### src/common/saturn_config.svh
// saturn decoder config: bus widths and counts shared by the decoder blocks
`ifndef SATURN_CONFIG_SVH
`define SATURN_CONFIG_SVH

// program counter width, one address per nibble
`define SATURN_ADDR_W 20

// the cpu moves data one nibble at a time
`define SATURN_NIB_W 4

// immediate buffer depth in nibbles
// a 3F load fills all 16 of them
`define SATURN_IMM_NIBS 16

// position counter into the immediate buffer
// needs one spare bit so a full load of 16 can be counted
`define SATURN_POS_W 5

`endif

### src/common/saturn_pkg.sv
// saturn decoder package: alu operation codes and decoder block states
package saturn_pkg;

  // operation handed to the alu
  // encoding follows the alu op table of the core
  typedef enum logic [4:0] {
    NONE     = 5'd0,
    ZERO     = 5'd1,
    COPY     = 5'd2,
    EXCH     = 5'd3,
    INC      = 5'd4,
    DEC      = 5'd5,
    JMP_REL2 = 5'd6,
    JMP_REL3 = 5'd7
  } alu_op_t;

  // which instruction group currently owns the nibble stream
  // IDLE means the next accepted nibble is an opcode
  typedef enum logic [2:0] {
    IDLE = 3'd0,
    // 0x: one more nibble selects the operation
    B0X  = 3'd1,
    // 2n: P=n
    B2X  = 3'd2,
    // 3n: length nibble then n+1 data nibbles
    B3X  = 3'd3,
    // 4x/5x: two offset nibbles
    JMP2 = 3'd4,
    // 6x/7x: three offset nibbles
    JMP3 = 3'd5
  } dec_block_t;

endpackage

### src/decoder/saturn_decoder.sv
// saturn decoder top: nibble sequencer plus group decoders, merged result outputs
`timescale 1ns/1ps
`include "saturn_config.svh"

module saturn_decoder (
  input  logic                                       i_clk,
  input  logic                                       i_reset,
  input  logic                                       i_en_dec,
  input  logic                                       i_stalled,
  input  logic [`SATURN_ADDR_W-1:0]                  i_pc,
  input  logic [`SATURN_NIB_W-1:0]                   i_nibble,
  output logic                                       o_ins_decoded,
  output logic [`SATURN_ADDR_W-1:0]                  o_ins_addr,
  output logic                                       o_dec_error,
  output saturn_pkg::alu_op_t                        o_alu_op,
  output logic                                       o_ins_alu_op,
  output logic                                       o_push,
  output logic                                       o_pop,
  output logic                                       o_ins_rtn,
  output logic                                       o_set_xm,
  output logic                                       o_set_carry,
  output logic                                       o_carry_val,
  output logic                                       o_en_intr,
  output logic                                       o_ins_set_mode,
  output logic                                       o_mode_dec,
  output logic                                       o_test_carry,
  output logic [`SATURN_NIB_W-1:0]                   o_imm_value,
  output logic [`SATURN_IMM_NIBS*`SATURN_NIB_W-1:0]  o_mem_load,
  output logic [`SATURN_POS_W-1:0]                   o_mem_pos
);

  saturn_pkg::dec_block_t block;
  logic                   take;
  logic                   g0_done;
  logic                   g0_err;
  logic                   g0_ins_alu_op;
  saturn_pkg::alu_op_t    g0_alu_op;
  logic                   g0_push;
  logic                   g0_pop;
  logic                   g0_carry_val;
  logic                   ld_done;
  logic                   ld_ins_alu_op;
  saturn_pkg::alu_op_t    ld_alu_op;
  logic                   ld_push;
  logic                   ld_carry_val;

  saturn_nibble_seq u_seq (
    .i_clk         (i_clk),
    .i_reset       (i_reset),
    .i_en_dec      (i_en_dec),
    .i_stalled     (i_stalled),
    .i_pc          (i_pc),
    .i_nibble      (i_nibble),
    .i_done        (g0_done | ld_done),
    .i_err         (g0_err),
    .o_block       (block),
    .o_take        (take),
    .o_ins_decoded (o_ins_decoded),
    .o_ins_addr    (o_ins_addr),
    .o_dec_error   (o_dec_error)
  );

  saturn_group0_dec u_group0 (
    .i_clk          (i_clk),
    .i_reset        (i_reset),
    .i_block        (block),
    .i_take         (take),
    .i_nibble       (i_nibble),
    .o_done         (g0_done),
    .o_err          (g0_err),
    .o_ins_rtn      (o_ins_rtn),
    .o_set_xm       (o_set_xm),
    .o_set_carry    (o_set_carry),
    .o_carry_val    (g0_carry_val),
    .o_en_intr      (o_en_intr),
    .o_ins_set_mode (o_ins_set_mode),
    .o_mode_dec     (o_mode_dec),
    .o_ins_alu_op   (g0_ins_alu_op),
    .o_alu_op       (g0_alu_op),
    .o_push         (g0_push),
    .o_pop          (g0_pop)
  );

  // opcode nibble rides the same bus, the loader keeps it at block entry
  saturn_imm_loader u_loader (
    .i_clk          (i_clk),
    .i_reset        (i_reset),
    .i_block        (block),
    .i_take         (take),
    .i_first_nibble (i_nibble),
    .i_nibble       (i_nibble),
    .o_done         (ld_done),
    .o_ins_alu_op   (ld_ins_alu_op),
    .o_alu_op       (ld_alu_op),
    .o_push         (ld_push),
    .o_test_carry   (o_test_carry),
    .o_carry_val    (ld_carry_val),
    .o_imm_value    (o_imm_value),
    .o_mem_load     (o_mem_load),
    .o_mem_pos      (o_mem_pos)
  );

  // only the owning decoder drives non-zero values, so OR is a merge
  assign o_alu_op     = saturn_pkg::alu_op_t'(g0_alu_op | ld_alu_op);
  assign o_ins_alu_op = g0_ins_alu_op | ld_ins_alu_op;
  assign o_push       = g0_push | ld_push;
  assign o_pop        = g0_pop;
  assign o_carry_val  = g0_carry_val | ld_carry_val;

endmodule

### src/decoder/saturn_group0_dec.sv
// saturn 0x group decoder: returns, SETHEX/SETDEC, RSTK copies, ST and P alu ops
`timescale 1ns/1ps
`include "saturn_config.svh"

module saturn_group0_dec (
  input  logic                      i_clk,
  input  logic                      i_reset,
  input  saturn_pkg::dec_block_t    i_block,
  input  logic                      i_take,
  input  logic [`SATURN_NIB_W-1:0]  i_nibble,
  output logic                      o_done,
  output logic                      o_err,
  output logic                      o_ins_rtn,
  output logic                      o_set_xm,
  output logic                      o_set_carry,
  output logic                      o_carry_val,
  output logic                      o_en_intr,
  output logic                      o_ins_set_mode,
  output logic                      o_mode_dec,
  output logic                      o_ins_alu_op,
  output saturn_pkg::alu_op_t       o_alu_op,
  output logic                      o_push,
  output logic                      o_pop
);

  logic sel;

  // second nibble of a 0x instruction
  assign sel    = i_take && (i_block == saturn_pkg::B0X);
  // 0E opens the logical ops, not supported
  assign o_done = sel && (i_nibble != 4'hE);
  assign o_err  = sel && (i_nibble == 4'hE);

  always_ff @(posedge i_clk) begin
    if (i_reset || (i_block != saturn_pkg::IDLE)) begin
      // cleared while any instruction is in flight
      o_ins_rtn      <= 1'b0;
      o_set_xm       <= 1'b0;
      o_set_carry    <= 1'b0;
      o_carry_val    <= 1'b0;
      o_en_intr      <= 1'b0;
      o_ins_set_mode <= 1'b0;
      o_mode_dec     <= 1'b0;
      o_ins_alu_op   <= 1'b0;
      o_alu_op       <= saturn_pkg::NONE;
      o_push         <= 1'b0;
      o_pop          <= 1'b0;
    end
    if (!i_reset && o_done) begin
      case (i_nibble)
        // RTNSXM RTN RTNSC RTNCC RTI
        4'h0, 4'h1, 4'h2, 4'h3, 4'hF: begin
          o_ins_rtn   <= 1'b1;
          o_pop       <= 1'b1;
          o_set_xm    <= (i_nibble == 4'h0);
          o_set_carry <= !i_nibble[3] && i_nibble[1];
          o_carry_val <= i_nibble[1] && !i_nibble[0] && !i_nibble[3];
          o_en_intr   <= i_nibble[3];
        end
        // SETHEX / SETDEC
        4'h4, 4'h5: begin
          o_ins_set_mode <= 1'b1;
          o_mode_dec     <= i_nibble[0];
        end
        // RSTK=C pushes, C=RSTK pops
        4'h6, 4'h7: begin
          o_ins_alu_op <= 1'b1;
          o_alu_op     <= saturn_pkg::COPY;
          o_push       <= !i_nibble[0];
          o_pop        <= i_nibble[0];
        end
        4'h8: begin
          o_ins_alu_op <= 1'b1;
          o_alu_op     <= saturn_pkg::ZERO;
        end
        // C=ST and ST=C
        4'h9, 4'hA: begin
          o_ins_alu_op <= 1'b1;
          o_alu_op     <= saturn_pkg::COPY;
        end
        4'hB: begin
          o_ins_alu_op <= 1'b1;
          o_alu_op     <= saturn_pkg::EXCH;
        end
        // P=P+1 / P=P-1
        default: begin
          o_ins_alu_op <= 1'b1;
          o_alu_op     <= i_nibble[0] ? saturn_pkg::DEC : saturn_pkg::INC;
        end
      endcase
    end
  end

  a_rtn_not_mode: assert property (
    @(posedge i_clk) disable iff (i_reset)
    !(o_ins_rtn && o_ins_set_mode)
  );

endmodule

### src/decoder/saturn_imm_loader.sv
// saturn immediate loader: P=n, LC(n+1) and relative jumps, gathers operand nibbles
`timescale 1ns/1ps
`include "saturn_config.svh"

module saturn_imm_loader (
  input  logic                                       i_clk,
  input  logic                                       i_reset,
  input  saturn_pkg::dec_block_t                     i_block,
  input  logic                                       i_take,
  input  logic [`SATURN_NIB_W-1:0]                   i_first_nibble,
  input  logic [`SATURN_NIB_W-1:0]                   i_nibble,
  output logic                                       o_done,
  output logic                                       o_ins_alu_op,
  output saturn_pkg::alu_op_t                        o_alu_op,
  output logic                                       o_push,
  output logic                                       o_test_carry,
  output logic                                       o_carry_val,
  output logic [`SATURN_NIB_W-1:0]                   o_imm_value,
  output logic [`SATURN_IMM_NIBS*`SATURN_NIB_W-1:0]  o_mem_load,
  output logic [`SATURN_POS_W-1:0]                   o_mem_pos
);

  logic [`SATURN_NIB_W-1:0] opcode_q;
  logic                     own;
  logic                     active_q;
  logic                     entry;
  logic                     len_seen_q;
  logic                     len_take;
  logic                     data_take;
  logic [`SATURN_POS_W-1:0] pos_cur;
  logic [`SATURN_POS_W-1:0] pos_next;
  logic [`SATURN_POS_W-1:0] target;

  assign own = (i_block == saturn_pkg::B2X) || (i_block == saturn_pkg::B3X) ||
               (i_block == saturn_pkg::JMP2) || (i_block == saturn_pkg::JMP3);

  // first cycle spent in one of our blocks
  assign entry = own && !active_q;

  // 3n: the first continuation nibble is the length, not data
  assign len_take  = i_take && (i_block == saturn_pkg::B3X) && !len_seen_q;
  assign data_take = i_take && own && !len_take;

  assign pos_cur  = entry ? '0 : o_mem_pos;
  assign pos_next = pos_cur + 1'b1;

  // data nibbles expected per block
  always_comb begin
    case (i_block)
      saturn_pkg::B2X:  target = 'd1;
      saturn_pkg::B3X:  target = {{(`SATURN_POS_W-`SATURN_NIB_W){1'b0}}, opcode_q} + 1'b1;
      saturn_pkg::JMP2: target = 'd2;
      saturn_pkg::JMP3: target = 'd3;
      default:          target = '0;
    endcase
  end

  assign o_done = data_take && (pos_next == target);

  always_ff @(posedge i_clk) begin
    if (i_reset) begin
      active_q     <= 1'b0;
      len_seen_q   <= 1'b0;
      o_ins_alu_op <= 1'b0;
      o_alu_op     <= saturn_pkg::NONE;
      o_push       <= 1'b0;
      o_test_carry <= 1'b0;
      o_carry_val  <= 1'b0;
      o_mem_pos    <= '0;
    end else begin
      active_q   <= own;
      len_seen_q <= (i_block == saturn_pkg::B3X) && (len_seen_q || len_take);
      if (entry) begin
        // controls follow from the block and the opcode alone
        o_ins_alu_op <= 1'b1;
        o_push       <= 1'b0;
        o_test_carry <= 1'b0;
        o_carry_val  <= 1'b0;
        o_mem_pos    <= '0;
        case (i_block)
          saturn_pkg::JMP2: begin
            o_alu_op     <= saturn_pkg::JMP_REL2;
            o_test_carry <= 1'b1;
            // GOC on 4, GONC on 5
            o_carry_val  <= !opcode_q[0];
          end
          saturn_pkg::JMP3: begin
            o_alu_op <= saturn_pkg::JMP_REL3;
            // GOSUB pushes the return address
            o_push   <= opcode_q[0];
          end
          default: o_alu_op <= saturn_pkg::COPY;
        endcase
      end else if (!own && (i_block != saturn_pkg::IDLE)) begin
        // a 0x instruction owns the outputs
        o_ins_alu_op <= 1'b0;
        o_alu_op     <= saturn_pkg::NONE;
        o_push       <= 1'b0;
        o_test_carry <= 1'b0;
        o_carry_val  <= 1'b0;
        o_mem_pos    <= '0;
      end
      if (data_take) begin
        o_mem_pos <= pos_next;
      end
    end
  end

  // opcode captured on the accept edge, the last edge seen in IDLE
  always_ff @(posedge i_clk) begin
    if (i_block == saturn_pkg::IDLE) begin
      opcode_q <= i_first_nibble;
    end else if (len_take) begin
      opcode_q <= i_nibble;
    end
    if (data_take) begin
      // lowest nibble first
      o_mem_load[pos_cur*`SATURN_NIB_W +: `SATURN_NIB_W] <= i_nibble;
      o_imm_value <= i_nibble;
    end
  end

  a_pos_in_range: assert property (
    @(posedge i_clk) disable iff (i_reset)
    (own && active_q) |-> (o_mem_pos <= target)
  );

endmodule

### src/decoder/saturn_nibble_seq.sv
// saturn nibble sequencer that dispatches opcodes and tracks block, completion and error
`timescale 1ns/1ps
`include "saturn_config.svh"

module saturn_nibble_seq (
  input  logic                          i_clk,
  input  logic                          i_reset,
  input  logic                          i_en_dec,
  input  logic                          i_stalled,
  input  logic [`SATURN_ADDR_W-1:0]     i_pc,
  input  logic [`SATURN_NIB_W-1:0]      i_nibble,
  input  logic                          i_done,
  input  logic                          i_err,
  output saturn_pkg::dec_block_t        o_block,
  output logic                          o_take,
  output logic                          o_ins_decoded,
  output logic [`SATURN_ADDR_W-1:0]     o_ins_addr,
  output logic                          o_dec_error
);

  logic accept;
  logic first_nibble;
  logic start;

  // a nibble is consumed only when enabled and not stalled
  assign accept = i_en_dec && !i_stalled;

  // IDLE block means the next nibble opens an instruction
  assign first_nibble = (o_block == saturn_pkg::IDLE);

  // once an error is flagged no new instruction is started
  assign start = accept && first_nibble && !o_dec_error;

  // continuation nibble strobe for the group decoders
  assign o_take = accept && !first_nibble;

  always_ff @(posedge i_clk) begin
    if (i_reset) begin
      o_block       <= saturn_pkg::IDLE;
      o_ins_decoded <= 1'b0;
      o_dec_error   <= 1'b0;
    end else if (start) begin
      o_ins_decoded <= 1'b0;
      case (i_nibble)
        4'h0: o_block <= saturn_pkg::B0X;
        4'h2: o_block <= saturn_pkg::B2X;
        4'h3: o_block <= saturn_pkg::B3X;
        // GOC / GONC
        4'h4, 4'h5: o_block <= saturn_pkg::JMP2;
        // GOTO / GOSUB
        4'h6, 4'h7: o_block <= saturn_pkg::JMP3;
        // 1x, 8x..Fx are not handled here
        default: o_dec_error <= 1'b1;
      endcase
    end else if (o_take) begin
      if (i_done) begin
        o_block       <= saturn_pkg::IDLE;
        o_ins_decoded <= 1'b1;
      end else if (i_err) begin
        // block drops to IDLE but start stays blocked
        o_block     <= saturn_pkg::IDLE;
        o_dec_error <= 1'b1;
      end
    end
  end

  // address of the opcode nibble
  always_ff @(posedge i_clk) begin
    if (start) begin
      o_ins_addr <= i_pc;
    end
  end

  a_decoded_xor_error: assert property (
    @(posedge i_clk) disable iff (i_reset)
    !(o_ins_decoded && o_dec_error)
  );

endmodule

### config.mk
export PLATFORM = sky130hd
export DESIGN_NAME = saturn_decoder
export DESIGN_NICKNAME = d
export VERILOG_FILES = /design/src/common/saturn_pkg.sv /design/src/decoder/saturn_decoder.sv /design/src/decoder/saturn_group0_dec.sv /design/src/decoder/saturn_imm_loader.sv /design/src/decoder/saturn_nibble_seq.sv
export VERILOG_INCLUDE_DIRS = /design/src /design/src/common
export SDC_FILE = /design/constraint.sdc
export NUM_CORES = 1
export LEC_CHECK = 0
export BUFFER_PORTS_ARGS = -buffer_cell sky130_fd_sc_hd__buf_2
export CAP_MARGIN = 40
export CORE_MARGIN = 10
export CORE_UTILIZATION = 52
export DETAILED_ROUTE_END_ITERATION = 12
export HOLD_SLACK_MARGIN = 0.1
export PLACE_DENSITY = 0.77
export SYNTH_ARGS = -nofsm -noshare
export SYNTH_HDL_FRONTEND = slang
export SYNTH_SLANG_ARGS = --single-unit
### constraint.sdc
create_clock -name i_clk -period 3.9 [get_ports i_clk]
set_input_delay 0.78 -clock i_clk [delete_from_list [all_inputs] [get_ports i_clk]]
set_output_delay 0.78 -clock i_clk [all_outputs]
set_load 0.02 [all_outputs]
* Word level (Yosys, flattened, before mapping)
Index checks and enable logic that the tools add are counted.
** Storage, ports and cells
- Register bits :: 128
- Logic and storage cells :: 175
** Operators by class
- Bitwise operators :: 5
- Reduce and logical (&&, ||, !) cells :: 54
- Muxes and demuxes :: 62
- Equality and inequality tests :: 23
- Add/sub/neg operators :: 3
- Shift operators :: 2
** Operator list (number)
- $bwmux 64 :: 1
- $shift 4x34->64 const A :: 1
- $shiftx 4x34->64 :: 1
- $mux 1 :: 43
- $pmux 5 s4 :: 2
- $mux 5 :: 7
- $neg 7->34 :: 1
- $eq 4x4->1 const B :: 6
- $logic_and 1x1->1 :: 19
- $eq 4x3->1 const B :: 4
- $pmux 3 s5 :: 1
- $reduce_or 7->1 :: 2
- $mux 3 :: 4
- $logic_not 1->1 :: 11
- $reduce_bool 3->1 :: 3
- $eq 4x2->1 const B :: 2
- $mux 4 :: 2
- $reduce_bool 2->1 :: 4
- $eq 3x2->1 const B :: 2
- $eq 3x3->1 const B :: 2
- $ne 6x1->1 const B :: 1
- $pmux 3 s2 :: 1
- $reduce_or 2->1 :: 3
- $add 4x1->5 const B :: 1
- 17 further kinds :: 25

* Logic depth before layout (Yosys ltp)
- Depth after elaboration :: 13
- Gate-level depth with buffers :: 15
- Depth with buffers taken out :: 12

* Hierarchy
From an unflattened synthesis, not the netlist that was laid out.
** Unflattened totals
- Cell total of the unflattened synthesis :: 502
- Area total of the unflattened synthesis :: 5574.1 um^2
** By module, submodules not included
- saturn_imm_loader :: sequential area each 2422.3 um^2, cells each 372, times used 1, area each 3950.0 um^2
- saturn_nibble_seq :: sequential area each 700.7 um^2, cells each 55, times used 1, area each 890.9 um^2
- saturn_group0_dec :: sequential area each 300.3 um^2, cells each 66, times used 1, area each 676.9 um^2
- saturn_decoder :: sequential area each 0.0 um^2, cells each 9, times used 1, area each 56.3 um^2

* Worst setup path before layout
No wires, ideal clock.
- Kind :: register -> register
- From :: register u_seq.o_block[1]
- To :: register u_loader.o_mem_load[20], enable pin
- Required time :: 3539 ps
- Clock period less this slack :: 3108 ps
- Path slack :: 792 ps
- Data arrival time :: 2747 ps
- Cell stages (with the launch flop) :: 15
- Path through :: dfxtp_1 buf_6 inv_1 ha_1 or2_2 buf_2 nand2_1 ha_1 o21ai_0 inv_1 ha_1 nor2b_1 nand2b_1 clkbuf_1 nor3_1
** On the way
- Word-level cells in the longest chain between the ends :: 7
- Elaborated cells between the ends (all ways) :: 15
** RTL lines
- from (decl) :: RTL line saturn_nibble_seq.sv:14 : output saturn_pkg::dec_block_t o_block,
- from (signal assigned) :: RTL line saturn_nibble_seq.sv:39 : o_block <= saturn_pkg::IDLE;
- from (signal assigned) :: RTL line saturn_nibble_seq.sv:45 : 4'h0: o_block <= saturn_pkg::B0X;
- from (signal assigned) :: RTL line saturn_nibble_seq.sv:46 : 4'h2: o_block <= saturn_pkg::B2X;
- $logic_not 3->1 :: RTL line saturn_nibble_seq.sv:29 : assign first_nibble = (o_block == saturn_pkg::IDLE);
- $logic_not 1->1 :: RTL line saturn_nibble_seq.sv:35 : assign o_take = accept && !first_nibble;
- $logic_and 1x1->1 :: RTL line saturn_nibble_seq.sv:35
- $logic_and 1x1->1 (2 in series) :: RTL line saturn_imm_loader.sv:41 : assign len_take = i_take && (i_block == saturn_pkg::B3X) && !len_seen_q;
- $logic_not 1->1 :: RTL line saturn_imm_loader.sv:42 : assign data_take = i_take && own && !len_take;
- $logic_and 1x1->1 * :: RTL line saturn_imm_loader.sv:42
- to (signal, indexed assignment) :: RTL line saturn_imm_loader.sv:118 : o_mem_load[pos_cur*`SATURN_NIB_W +: `SATURN_NIB_W] <= i_nibble;
- to (decl) :: RTL line saturn_imm_loader.sv:19 : output logic [`SATURN_IMM_NIBS*`SATURN_NIB_W-1:0] o_mem_load,
Mark *: on every way between the ends. The rest lies on a longest branch, timed or not.
A chain may end at the register's enable or synchronous reset.

* Worst setup path after layout
- From :: register u_seq.o_block[1]
- To :: register u_loader.o_mem_load[27], enable pin
The elaborated chain is that of the path after synthesis.

==> flow_summary.json <==
{
  "status": "completed",
  "drt_wl_total_um": 12800,
  "synthCells": 439,
  "diodes": 0,
  "first_pass_iters": 5,
  "globalplace.congestion": 0.831,
  "critPathCaptureType": "flop",
  "nets": 606,
  "criticalPathCategory": "reg2reg",
  "multiInputGateArea_mm2": 0.00164,
  "yosysUniqueCellTypes": 59,
  "post_cts_buffers": 0,
  "core-area_mm2": 0.00977,
  "async_reset_ff_frac": 0,
  "ant_nets": 0,
  "synth.avg_cell_area_um2": 11.9,
  "cts_made_buffers": 17,
  "n_fill_cell": 740,
  "worst-r2r-setup-slack_ps": 250,
  "clk_pin_slew_ps": 60,
  "syn_nets": 472,
  "drv_cap": 0,
  "synthesis.area_mm2": 0.00521,
  "finalHoldViolCount": 0,
  "die_h_um": 120,
  "grt_antenna_before_repair": 0,
  "slew_violations": 0,
  "worstPathRequired_ps": 4050,
  "drc_errors": 0,
  "synth-edff-count": 92,
  "path_delay_family": "simple AND/OR/NAND/NOR gates",
  "overflow": 0,
  "cp-start-kind": "flop",
  "ff_latch_area_mm2": 0.00342,
  "die_x_um": 120,
  "grt_start_max_net_pins": 25,
  "hold_path_class": "in2reg",
  "grt_pass1_wl_um": 20000,
  "globalRouteTotalUtil": 0.177,
  "routed_via_density": 5.37,
  "synth_seq_cells": 125,
  "vdd_ir_drop_max_v": 0.000233,
  "cts_max_level": 4,
  "cts_tree": "built",
  "die-area_mm2": 0.0144,
  "cts.sink_count": 125,
  "cp.arrival_ps": 3800,
  "wl_per_cell_um": 17.7,
  "fmax_mhz": 274,
  "vias": 3863,
  "cp.buffers_inverters": 2,
  "min_period_over_period": 0.936,
  "critPathMaxFanout": 11,
  "port_buffers": 138,
  "power.density_mw_per_mm2": 464,
  "p_leak_nw": 2.54,
  "timing.slew.headroom": 0.427,
  "skew_ps": 7.46,
  "synth_seq_area_share": 0.657,
  "syn_to_final_growth_pct": 25.9,
  "cp_common_cell": "ha_1",
  "crit_chain": "inv_1, ha_1, or2_2, nand2_1, ha_1, o21ai_0, inv_1, ha_1, nor2b_1, nand2b_1, nor3_1",
  "first_iter_violations": 280,
  "setup_slack_ps": 250,
  "num_rows": 36,
  "clockBufferDepth": 2,
  "hpwl_um": 9270,
  "synth-main-ff-cell": "edfxtp_1",
  "grt_pass1_vias": 3862,
  "num_io_pins": 139,
  "max_slew.worst_pin.slew_ps": 853,
  "drive_above_1_share": 0.328,
  "worstSkewPairLatency_ps": 520,
  "slowest_stage": "nor3_1",
  "cts_root_buf": "clkbuf_8",
  "fin_util": 0.671,
  "fin_crit_ps": 3650,
  "finalSetupViolations": 0,
  "start_util": 0.533,
  "post-place-ws_ps": 289,
  "rsz0062_at_grt": "true",
  "yosysWarnings": 0,
  "slowest_delay_ps": 570
}
## sequential cells by signal, summed over array words and instances (netlist names), 3 cells and up
register and flops:
u_loader.opcode_q 4, u_loader.o_imm_value 4, u_loader.o_mem_pos 5, u_seq.o_block 3, u_loader.o_alu_op 3, u_group0.o_alu_op 5, u_loader.o_mem_load 64, u_seq.o_ins_addr 20
## cell type report
type / count / share of cell area
sequential: 125 / 0.522
clock inverter: 14 / 0.0223
tap: 133 / 0.0254
multi-input combinational: 277 / 0.249
clock buffer: 18 / 0.0637
inverter: 9 / 0.00592
timing repair buffer: 143 / 0.111
## stage by stage
stage / instances / setup TNS (ps) / cell area (µm²) / total power (W) / hold slack (ps)
after global routing: 719 / -210 / 6560 / 0.00314 / 409
after detailed placement: 687 / 0 / 5980 / 0.00160 / 426
after global placement: 687 / 0 / 5980 / 0.00159 / 424
final: 719 / 0 / 6560 / 0.00304 / 439
after floorplan: 439 / 0 / 5210 / 0.00155 / 411
after CTS: 719 / 0 / 6540 / 0.00306 / 409
## power by group
group	switching (W)	internal (W)	total [W]	leakage (nW)
combinational	0.0000832	0.0000420	0.000125	1.16
sequential	0.0000108	0.00144	0.00145	1.12
clock	0.000564	0.000906	0.00147	0.261
## cell usage after synthesis, types with 2 or more instances
cell type / count / area, µm²
buf_1: 3 / 11.3
a211oi_1: 3 / 22.5
mux2i_1: 3 / 30.0
nor2b_1: 5 / 31.3
a21o_1: 2 / 15.0
a21oi_1: 8 / 40.0
buf_6: 2 / 22.5
and2_1: 5 / 31.3
nand3b_1: 2 / 15.0
a2111oi_0: 2 / 17.5
inv_1: 8 / 30.0
o31ai_1: 2 / 15.0
xor2_1: 2 / 17.5
edfxtp_1: 92 / 2760
a32o_1: 3 / 30.0
nand3_1: 9 / 45.0
nor3b_1: 3 / 22.5
ha_1: 5 / 62.6
buf_4: 2 / 15.0
o21ai_0: 11 / 55.1
or3_1: 3 / 18.8
clkbuf_1: 18 / 67.6
dfxtp_1: 33 / 661
nand2_1: 31 / 116
a32oi_1: 2 / 17.5
buf_2: 3 / 15.0
xnor2_1: 11 / 96.3
a22o_1: 8 / 70.1
nor3_1: 18 / 90.1
or2_2: 8 / 50.1
o21ai_1: 2 / 10.0
nand2b_1: 5 / 31.3
nor2_1: 77 / 289
nor4_1: 2 / 12.5
a22oi_1: 5 / 37.5
and3_1: 18 / 113
## worst paths after layout
| check | start | endpoint | cells past startpoint |
|---|---|---|---|
| worst max-delay path | u_seq.o_block[1] | u_loader.o_mem_load[27] | 11 |
| worst min register to register | u_group0.o_alu_op[2] | u_group0.o_alu_op[2] | 2 |
| worst min-delay path | i_pc[19] | u_seq.o_ins_addr[19] | 1 |
| worst max register to register | u_seq.o_block[1] | u_loader.o_mem_load[27] | 11 |
## cells by family after synthesis
logic type,after synthesis,share of synthesized area
and+or+nand+nor,196,0.186
muxes,4,0.00793
buffers and inverters,37,0.0327
AOI/OAI and AO/OA,59,0.0817
xor gates and xnor gates,13,0.0219
DFF,125,0.657
adders and majority gates,5,0.0120
## worst register-to-register path: cells and delay by family, from the launching register on
kind	cells	cell delay [ps]
simple gates	5	1710
compound gates	1	130
flops	1	520
fa+ha+maj	3	730
buf+inv	2	190
## timing repair
action                     4_1_cts  5_1_grt
setup endpoints to repair        0       12
resized for setup                0        3
hold buffers                     0        0
## placed cells by master (no fill, tap or decap), types with 8 or more instances in the layout
cell type / netlist / routed
buf_2: 3 / 138
edfxtp_1: 92 / 92
nor2_1: 77 / 77
dfxtp_1: 33 / 33
nand2_1: 31 / 31
and3_1: 18 / 18
clkbuf_16: 0 / 16
nor3_1: 18 / 15
o21ai_0: 11 / 11
xnor2_1: 11 / 11
nand3_1: 9 / 9
or2_2: 8 / 8
inv_1: 8 / 8
a21oi_1: 8 / 8
a22o_1: 8 / 8
## layer usage
metal / GRT usage / vias up / wire length (µm)
met5: 0 / - / 0
met4: 0.0709 / 0 / 135
met3: 0.0586 / 10 / 983
met2: 0.303 / 153 / 6630
met1: 0.199 / 1851 / 5010
li1: - / 1849 / -
Power figures use the tool's default switching activity.
